===== src/design/rr_trace_pkg.sv =====
package rr_trace_pkg;

  // Logging channels, fixed order with channel 0 first in the data
  localparam int LOGB_CHANNEL_CNT = 3;
  localparam int LOGE_CHANNEL_CNT = 2;
  localparam int CHANNEL_WIDTHS [LOGB_CHANNEL_CNT] = '{8, 12, 20};

  // Header is logb_valid then loge_valid, from the LSB
  localparam int HEADER_WIDTH = LOGB_CHANNEL_CNT + LOGE_CHANNEL_CNT;

  // Sum of all logb channel widths
  function automatic int sum_channel_widths();
    int total;
    total = 0;
    for (int i = 0; i < LOGB_CHANNEL_CNT; i++) begin
      total += CHANNEL_WIDTHS[i];
    end
    return total;
  endfunction

  localparam int FULL_WIDTH = HEADER_WIDTH + sum_channel_widths();
  localparam int OFFSET_WIDTH = $clog2(FULL_WIDTH + 1);

  // Trace buffer geometry
  localparam int WORD_WIDTH = 64;
  localparam int BUF_DEPTH = 64;
  localparam int BUF_ADDR_WIDTH = $clog2(BUF_DEPTH);

  // Packer accumulator: residual below one word plus one full unit
  localparam int PACK_WIDTH = WORD_WIDTH + FULL_WIDTH - 1;
  // Unpacker bit window, two words
  localparam int WINDOW_WIDTH = 2 * WORD_WIDTH;
  localparam int FILL_WIDTH = $clog2(WINDOW_WIDTH + 1);

  typedef logic [FULL_WIDTH-1:0] unit_t;
  typedef logic [OFFSET_WIDTH-1:0] len_t;
  typedef logic [WORD_WIDTH-1:0] word_t;
  typedef logic [PACK_WIDTH-1:0] pack_t;
  typedef logic [WINDOW_WIDTH-1:0] window_t;
  typedef logic [FILL_WIDTH-1:0] fill_t;

  // One word expressed as a bit count
  localparam fill_t WORD_FILL = fill_t'(WORD_WIDTH);

endpackage

===== src/design/rr_csr_pkg.sv =====
package rr_csr_pkg;

  // Width of the accepted unit counter
  localparam int UNIT_CNT_WIDTH = 16;

  // Host control
  typedef struct packed {
    // Flush the partial last word, one cycle
    logic record_finish;
    // Begin replay from word 0, one cycle
    logic replay_start;
    // Words to read back
    logic [rr_trace_pkg::BUF_ADDR_WIDTH:0] replay_words;
  } storage_csr_t;

  // Record statistics
  typedef struct packed {
    logic [rr_trace_pkg::BUF_ADDR_WIDTH:0] record_words;
    logic [UNIT_CNT_WIDTH-1:0] record_units;
  } storage_counter_t;

endpackage


===== src/design/rr_stream_if.sv =====
`timescale 1ns/1ns

// Logging unit stream with valid/ready handshake
interface rr_stream_if;

  logic valid;
  logic ready;
  // Header and packed channel data, zero above len
  rr_trace_pkg::unit_t data;
  // Unit length in bits
  rr_trace_pkg::len_t len;

  // Producer side
  modport p (output valid, output data, output len, input ready);
  // Consumer side
  modport c (input valid, input data, input len, output ready);

endinterface


===== src/design/rr_record_packer.sv =====
`timescale 1ns/1ns

// Appends units into a continuous bit stream and emits 64-bit words
module rr_record_packer (
  input  logic                                       clk,
  input  logic                                       reset,
  rr_stream_if.c                                     in,
  input  logic                                       finish,
  output logic                                       wr_en,
  output logic [rr_trace_pkg::BUF_ADDR_WIDTH-1:0]    wr_addr,
  output rr_trace_pkg::word_t                        wr_data,
  output logic [rr_trace_pkg::BUF_ADDR_WIDTH:0]      words,
  output logic [rr_csr_pkg::UNIT_CNT_WIDTH-1:0]      units
);

  rr_trace_pkg::pack_t acc;
  rr_trace_pkg::fill_t fill;
  rr_trace_pkg::pack_t acc_drained;
  rr_trace_pkg::fill_t fill_drained;
  logic                flushing;
  logic                finished;
  logic                take;

  // Only the flush cycle blocks the stream
  assign in.ready = !flushing;

  // Empty headers and units after finish are swallowed
  assign take = in.valid && in.ready && !finished &&
                (in.data[rr_trace_pkg::HEADER_WIDTH-1:0] != '0);

  // Full word pending, or padded residual while flushing
  assign wr_en   = (fill >= rr_trace_pkg::WORD_FILL) || (flushing && (fill != '0));
  assign wr_data = acc[rr_trace_pkg::WORD_WIDTH-1:0];
  // Write address follows the word count
  assign wr_addr = words[rr_trace_pkg::BUF_ADDR_WIDTH-1:0];

  // Remove the word being written this cycle
  always_comb begin
    acc_drained  = acc;
    fill_drained = fill;
    if (wr_en) begin
      acc_drained = acc >> rr_trace_pkg::WORD_WIDTH;
      if (fill >= rr_trace_pkg::WORD_FILL) begin
        fill_drained = fill - rr_trace_pkg::WORD_FILL;
      end else begin
        // Padded flush empties the accumulator
        fill_drained = '0;
      end
    end
  end

  always_ff @(posedge clk) begin
    if (reset) begin
      acc      <= '0;
      fill     <= '0;
      flushing <= 1'b0;
      finished <= 1'b0;
      words    <= '0;
      units    <= '0;
    end else begin
      // New unit lands right above the residual bits
      if (take) begin
        acc   <= acc_drained | (rr_trace_pkg::pack_t'(in.data) << fill_drained);
        fill  <= fill_drained + rr_trace_pkg::fill_t'(in.len);
        units <= units + 1'b1;
      end else begin
        acc  <= acc_drained;
        fill <= fill_drained;
      end
      if (wr_en) begin
        words <= words + 1'b1;
      end
      // First finish starts the flush and freezes the counts
      if (finish && !finished) begin
        flushing <= 1'b1;
        finished <= 1'b1;
      end else if (flushing && (fill <= rr_trace_pkg::WORD_FILL)) begin
        // Last word goes out this cycle
        flushing <= 1'b0;
      end
    end
  end

endmodule


===== src/flat_wrapper.sv =====
// flat-port wrapper written by rule: the top's interface ports become plain ports
module rr_record_packer_flat 
  (clk, reset, finish, wr_en, wr_addr, wr_data, words, units, in_valid, in_data, in_len, in_ready);
  rr_stream_if in_i ();
  input  logic clk;
  input  logic reset;
  input  logic finish;
  output logic wr_en;
  output logic [rr_trace_pkg::BUF_ADDR_WIDTH-1:0] wr_addr;
  output rr_trace_pkg::word_t wr_data;
  output logic [rr_trace_pkg::BUF_ADDR_WIDTH:0] words;
  output logic [rr_csr_pkg::UNIT_CNT_WIDTH-1:0] units;
  input wire logic [$bits(in_i.valid)-1:0] in_valid;
  input wire logic [$bits(in_i.data)-1:0] in_data;
  input wire logic [$bits(in_i.len)-1:0] in_len;
  output wire logic [$bits(in_i.ready)-1:0] in_ready;
  assign in_i.valid = in_valid;
  assign in_i.data = in_data;
  assign in_i.len = in_len;
  assign in_ready = in_i.ready;
  rr_record_packer u_core (.clk(clk), .reset(reset), .in(in_i), .finish(finish), .wr_en(wr_en), .wr_addr(wr_addr), .wr_data(wr_data), .words(words), .units(units));
endmodule

===== config.mk =====
export PLATFORM = sky130hd
export DESIGN_NAME = rr_record_packer_flat
export DESIGN_NICKNAME = d
export VERILOG_FILES = /design/src/design/rr_trace_pkg.sv /design/src/design/rr_csr_pkg.sv /design/src/design/rr_stream_if.sv /design/src/design/rr_record_packer.sv /design/src/flat_wrapper.sv
export SDC_FILE = /design/constraint.sdc
export NUM_CORES = 1
export LEC_CHECK = 0
export BUFFER_PORTS_ARGS = -buffer_cell sky130_fd_sc_hd__buf_4
export CORE_ASPECT_RATIO = 0.9
export CORE_MARGIN = 2
export CORE_UTILIZATION = 50
export DETAILED_ROUTE_END_ITERATION = 16
export PLACE_DENSITY = 0.75
export REMOVE_ABC_BUFFERS = 1
export SETUP_SLACK_MARGIN = 0.05
export SLEW_MARGIN = 20
export SYNTH_ARGS = -nofsm -noshare
export SYNTH_HDL_FRONTEND = slang
export SYNTH_SLANG_ARGS = --single-unit

===== constraint.sdc =====
create_clock -name clk -period 7.6 [get_ports clk]
set_clock_uncertainty 0.15 [all_clocks]
set_input_delay 0 -clock clk [delete_from_list [all_inputs] [get_ports clk]]
set_output_delay 0 -clock clk [all_outputs]
set_load 0.005 [all_outputs]

==> run metrics, run 1 <==
CTS tree=yes; Tmin final=5.099 ns; Max VDD drop=157.9 uV; YS warnings=0; status=finished, final reports clean; number of buffers added on ports=149; First DRT Iteration DRCs=1990; fraction of layout cells with a size suffix above 1=17.66%; Net count, final=1511; synthesized area=10690 um2; cell count after synthesis=1427; CP endpoint kind=register; Avg Inst Size Synth=7.488 um2; Clock Pin Slew Worst Setup and Hold Paths=0.07 ns; initial antenna violation count=0; area grow syn2layout=11.97%; Worst-Skew Late Latency=0.44 ns; CP required=7.75 ns; # setup viols final=0; # rows=50; most frequent cells in the layout=179 x nand2_1, 165 x buf_4, 162 x nor2_1; r2r worst-path depth=11; Synth Flop Type=dfxtp_1; fin. max-slew vios=0; global-route wire length before repair=65800 um; Tcrit/Tclk final=67.09%; GP Congestion=1.100; Antenna diodes=0; max_cap viols=0; hpwl dp=31130 um; Critical R2R Launch=u_core.fill[7]$_SDFF_PP0_; startpoint types=register; Post-synth ARST share=0%; Final Util=57.26%; Inserted Clock Buffers=17; Core ar.=20900 um2; Vias/cell=6.931; Hold Path Class=input pin to register; post-synthesis cell type count=87; Crit Path Class=register to register; FF-to-FF End=u_core.fill[4]$_SDFF_PP0_; clock buffer depth=2; DRC violations left=0; WL final=44040 um; CTS resizes=0; Horiz. Die Dim=158.1 um; commonest non-fill, non-tap cell in the layout=nand2_1; Setup Buffers After CTS=0; antenna-violating nets left=0; crit path DAT=5.25 ns; Hold Vio Cnt, Final=0; HP Start=in_data[2]; Starting Density=51.14%; 1st-pass router iterations=6; routed wire length per instance=25.21 um; RSZ-0062 raised after global routing=no; Die Y=142.7 um; die area=22560 um2; vias in the first global route=10830; relative slew slack=21.92%; GRT Total Usage=38.33%; WHS Endpoint=u_core.fill[3]$_SDFF_PP0_; largest net degree at the start of global routing=82; P per Cell Area=202.9 nW/um2; CTS sink cnt=141; hold depth=4; Pleak=0.004471 uW; Root Driver=clkbuf_16; Fmax=0.1961 GHz; via count of the routed design=12110; Worst-Margin Slew=1.167 ns; total I/O pin count=150; Post-synth EDFFs=0; R2R setup slack=2.50 ns; Setup TNS=0 ns; htree depth=4; crit path max fanout=81; grt total ovfl=0; post-synthesis sequential area ratio=26.42%; Seq cells post-synth=141
-- report_power, final --
| part | internal, uW | switching [uW] |
|---|---|---|
| logic | 273 | 529 |
| registers | 779 | 33.1 |
| clock network | 459 | 355 |
-- cells in the mapped netlist, drive strengths merged (13+ instances only) --
master | count | area share [%]
xor2 | 14 | 1.1
mux2 | 15 | 1.6
a221oi | 16 | 1.4
dfxtp | 141 | 26
nor3 | 20 | 0.94
o21ai | 83 | 3.9
buf | 126 | 7.9
a21oi | 86 | 4.2
a22oi | 21 | 1.5
clkbuf | 51 | 1.8
inv | 19 | 0.67
nor2 | 165 | 5.9
a22o | 14 | 1.1
nand2 | 184 | 6.6
nand3 | 47 | 2.2
nor2b | 17 | 1.0
a31oi | 43 | 2.6
mux2i | 58 | 5.7
o211ai | 22 | 1.6
a32oi | 13 | 1.1
o221ai | 27 | 2.4
o22ai | 52 | 3.1
-- critical path: stages (launching register included) --
cell and delay (ns):
dfxtp_1 0.84, or3b_4 0.41, buf_4 0.68, nand2_2 0.09
buf_4 0.32, inv_2 0.78, ha_1 0.43, o21a_1 0.14
or3_1 0.30, dlygate4sd3_1 0.56, a31oi_1 0.19, nor2_1 0.05
-- stage by stage --
stage | instance area, um2 | worst slack (ns) | std cells | hold slack, ns | power, uW
6_report | 11960 | 2.501 | 1747 | 0.04460 | 2428
5_1_grt | 11960 | 2.328 | 1747 | 0.04678 | 2498
4_1_cts | 11960 | 2.653 | 1747 | 0.04056 | 2389
3_5_place_dp | 11260 | 2.985 | 1701 | 0.07195 | 1583
3_3_place_gp | 11260 | 3.041 | 1701 | 0.06600 | 1581
2_1_floorplan | 9647 | 0.09527 | 1250 | -0.08093 | 1260
-- flip-flops by register name (all words and copies together) (netlist names) --
| signal | cells |
|---|---|
| u_core.acc | 108 |
| u_core.fill | 8 |
| u_core.finished | 1 |
| u_core.flushing | 1 |
| u_core.units | 16 |
| u_core.words | 7 |
-- repair_timing --
action / CTS / global route
endpoints found under the setup margin: 0 / 0
endpoints found under the hold margin: 37 / 0
hold buffers: 15 / 0
-- cell type report --
class	instances	area [um2]
clock buffers	19	442.9
clock inverters	12	112.6
fillers	2039	8931
inverters	22	82.58
multi-input cells	1087	6754
flip-flops and latches	141	2825
well taps	286	357.8
repair buffers	180	1389
-- worst max path at each step --
stage / startpoint / to / slack, ns / cells after the start
6_report: u_core.fill[7]$_SDFF_PP0_ / u_core.fill[4]$_SDFF_PP0_ / 2.50 / 11
5_1_grt: u_core.fill[7]$_SDFF_PP0_ / u_core.fill[4]$_SDFF_PP0_ / 2.33 / 11
4_1_cts: u_core.fill[7]$_SDFF_PP0_ / u_core.fill[4]$_SDFF_PP0_ / 2.65 / 11
3_5_place_dp: u_core.fill[7]$_SDFF_PP0_ / u_core.acc[81]$_SDFF_PP0_ / 2.98 / 11
3_3_place_gp: u_core.fill[7]$_SDFF_PP0_ / u_core.acc[81]$_SDFF_PP0_ / 3.04 / 11
2_1_floorplan: u_core.fill[1]$_SDFF_PP0_ / u_core.acc[98]$_SDFF_PP0_ / 0.1 / 9
-- metal layers --
metal | wire (um) | vias up | track usage, %
met4 | 2219 | 0 | 16.26
met2 | 18550 | 939 | 57.07
met1 | 17550 | 5680 | 53.32
met5 | 0 | - | 0
li1 | - | 5314 | -
met3 | 5717 | 176 | 8.407
-- logic make-up (layout without fill, tap and decap cells) --
group                    after synthesis  count (layout)  synth area share, %
XOR/XNOR                              24              24                1.967
AO/OA/AOI/OAI                        492             492                32.53
buffers and inverters                199             233                10.49
flip-flops                           141             141                26.42
multiplexers                          74              74                7.529
AND/OR/NAND/NOR                      490             490                20.25
adder cells (fa/ha/maj)                7               7               0.8196
Note: power is estimated with default switching activity, not from simulation.
==> run 2, diff against run 1 <==
- PLACE_DENSITY: 0.75 -> 0.78
- clock period: 7.6 -> 4.38 ns (I/O delays scaled with it)
==> run metrics, run 2 (synthesis gave the netlist of run 1 again) <==
Core ar.=20900 um2 (unchanged); largest net degree at the start of global routing=96 (+17%); Worst-Skew Late Latency=0.44 ns (about the same); crit path launch=u_core.fill[7]$_SDFF_PP0_; global-route wire length before repair=68270 um (+3.8%); Fmax=0.2466 GHz (+26%); RSZ-0062 raised after global routing=no; FF-to-FF End=u_core.fill[4]$_SDFF_PP0_; R2R setup slack=0.33 ns (-2.18 ns); relative slew slack=38.11% (+16 points); CTS tree=yes; Worst-Margin Slew=0.9249 ns (-0.2420 ns); First DRT Iteration DRCs=1833 (-7.9%); number of buffers added on ports=149 (unchanged); # setup viols final=0 (unchanged); crit path DAT=4.21 ns (-1.04 ns); Area after DPL=11520 um2 (+2.3%); # rows=50 (unchanged); Crit Path Class=register to register; clock power share=36.4% (+2.9 points); crit path max fanout=34 (-58%); Largest Register=u_core.acc; Setup TNS=0 ns (unchanged); fraction of layout cells with a size suffix above 1=19.45% (+1.8 points); commonest non-fill, non-tap cell in the layout=buf_4; power share of the combinational group=32.0% (-1.0 points); met1 GRT Util=55.53% (+2.2 points); total power draw=4459 uW (+84%); clock buffer depth=2 (unchanged); Die Y=142.7 um (unchanged); post-placement cell count=1731 (+1.8%); htree depth=4 (unchanged); Final Cell Area=12250 um2 (+2.4%); hpwl dp=33270 um (+6.9%); antenna-violating nets left=0 (unchanged); area grow syn2layout=14.66%; Antenna diodes=0 (unchanged); Pleak=0.004657 uW (+4.1%); max_cap viols=0 (unchanged); top flop regs=u_core.acc (108), u_core.units (16), u_core.fill (8); DRC violations left=0 (unchanged); startpoint types=register; vias in the first global route=11070 (+2.2%); Clock Pin Slew Worst Setup and Hold Paths=0.07 ns (about the same); sw power=1649 uW (+80%); grt met2 use=58.49% (+1.4 points); final non-filler cell total=1772 (+1.4%); CP endpoint kind=register; # hold bufs at CTS=10 (-5); Root Driver=clkbuf_16; WL final=45450 um (+3.2%); GR Layer Usage met3=10.65% (+2.2 points); fin. max-slew vios=0 (unchanged); Inserted Clock Buffers=17 (unchanged); Hold Vio Cnt, Final=0 (unchanged); max FFs per register=108 (unchanged); Critical R2R Launch=u_core.fill[7]$_SDFF_PP0_; r2r worst-path depth=10 (-1); initial antenna violation count=1 (+1); grt total ovfl=0 (unchanged); GRT Total Usage=39.95% (+1.6 points); final hold slack=0.01456 ns (-0.03005 ns); crit path capture=u_core.fill[4]$_SDFF_PP0_; P per Cell Area=364.0 nW/um2 (+79%); via count of the routed design=12090 (-0.12%); Tcrit/Tclk final=92.57% (+25 points); CTS sink cnt=141 (unchanged); Internal=2810 uW (+86%); Hold Path Class=input pin to register; die area=22560 um2 (unchanged); CP required=4.54 ns (-3.21 ns); Tmin final=4.054 ns (-1.044 ns); 1st-pass router iterations=8 (+2); Horiz. Die Dim=158.1 um (unchanged); GP Congestion=1.080 (-1.8%); fill count=2000 (-1.9%); Switching Share=36.98% (-0.78 points); Vias/cell=6.825 (-1.5%); Net count, final=1536 (+1.7%); total I/O pin count=150 (unchanged); Max VDD drop=286.7 uV (+82%); CTS resizes=0 (unchanged); status=finished, final reports clean; Flop pwr share=31.6% (-1.8 points); GRT busiest layer=met2; Setup Buffers After CTS=0 (unchanged); most frequent cells in the layout=192 x buf_4, 179 x nand2_1, 162 x nor2_1; Starting Density=51.14% (unchanged); routed wire length per instance=25.65 um (+1.8%)
[run 2: final cells by class]
class	count	area [um2]	share of cell area [%]
Clock buffer	17	425.4	3.472
Timing Repair Buffer	205	1602	13.07
Clock inverter	14	205.2	1.675
Multi-Input combinational cell	1087	6754	55.13
Tap cell	286	357.8	2.921
Inverter	22	82.58	0.6740
Sequential cell	141	2825	23.06
[run 2: stage by stage]
step	utilization [%]	worst slack, ns
final	58.63	0.3256
after CTS	58.63	0.4563
after floorplan	-	-3.125
after detailed placement	55.14	0.7610
after global placement	55.14	0.8154
after global routing	58.63	0.1757
[run 2: power groups by stage]
stage / Sequential, uW / Clock [uW] / Combinational [uW]
after floorplan: 1440 / 0 / 742
after global placement: 1430 / 0 / 1350
after detailed placement: 1440 / 0 / 1350
after CTS: 1410 / 1620 / 1370
after global routing: 1420 / 1670 / 1490
final: 1410 / 1620 / 1430
[run 2: worst max-delay path, stage by stage, from the launching register on]
cell           delay, ns
dfxtp_1             0.81
or3b_4              0.56
nand2_2             0.15
inv_2               0.46
ha_1                0.38
nor2b_1             0.15
o21a_1              0.18
or3_1               0.30
dlygate4sd3_1       0.57
a31oi_1             0.16
nor2_1              0.05
[run 2: metal layers]
layer | share of wire (%) | wire [um]
met1 | 40 | 18230
met4 | 4.1 | 1856
met3 | 13 | 6099
met5 | 0 | 0
met2 | 42 | 19270
[run 2: worst min-delay path by stage]
stage	startpoint	end	slack (ns)	depth (start not counted)
2_1_floorplan	reset	u_core.fill[7]$_SDFF_PP0_	-0.08	1
3_3_place_gp	finish	u_core.finished$_SDFFE_PP0P_	0.07	3
3_5_place_dp	finish	u_core.finished$_SDFFE_PP0P_	0.07	3
4_1_cts	in_data[7]	u_core.acc[7]$_SDFF_PP0_	0.005	5
5_1_grt	in_valid	u_core.acc[106]$_SDFF_PP0_	0.05	3
6_report	in_len[4]	u_core.fill[5]$_SDFF_PP0_	0.01	6
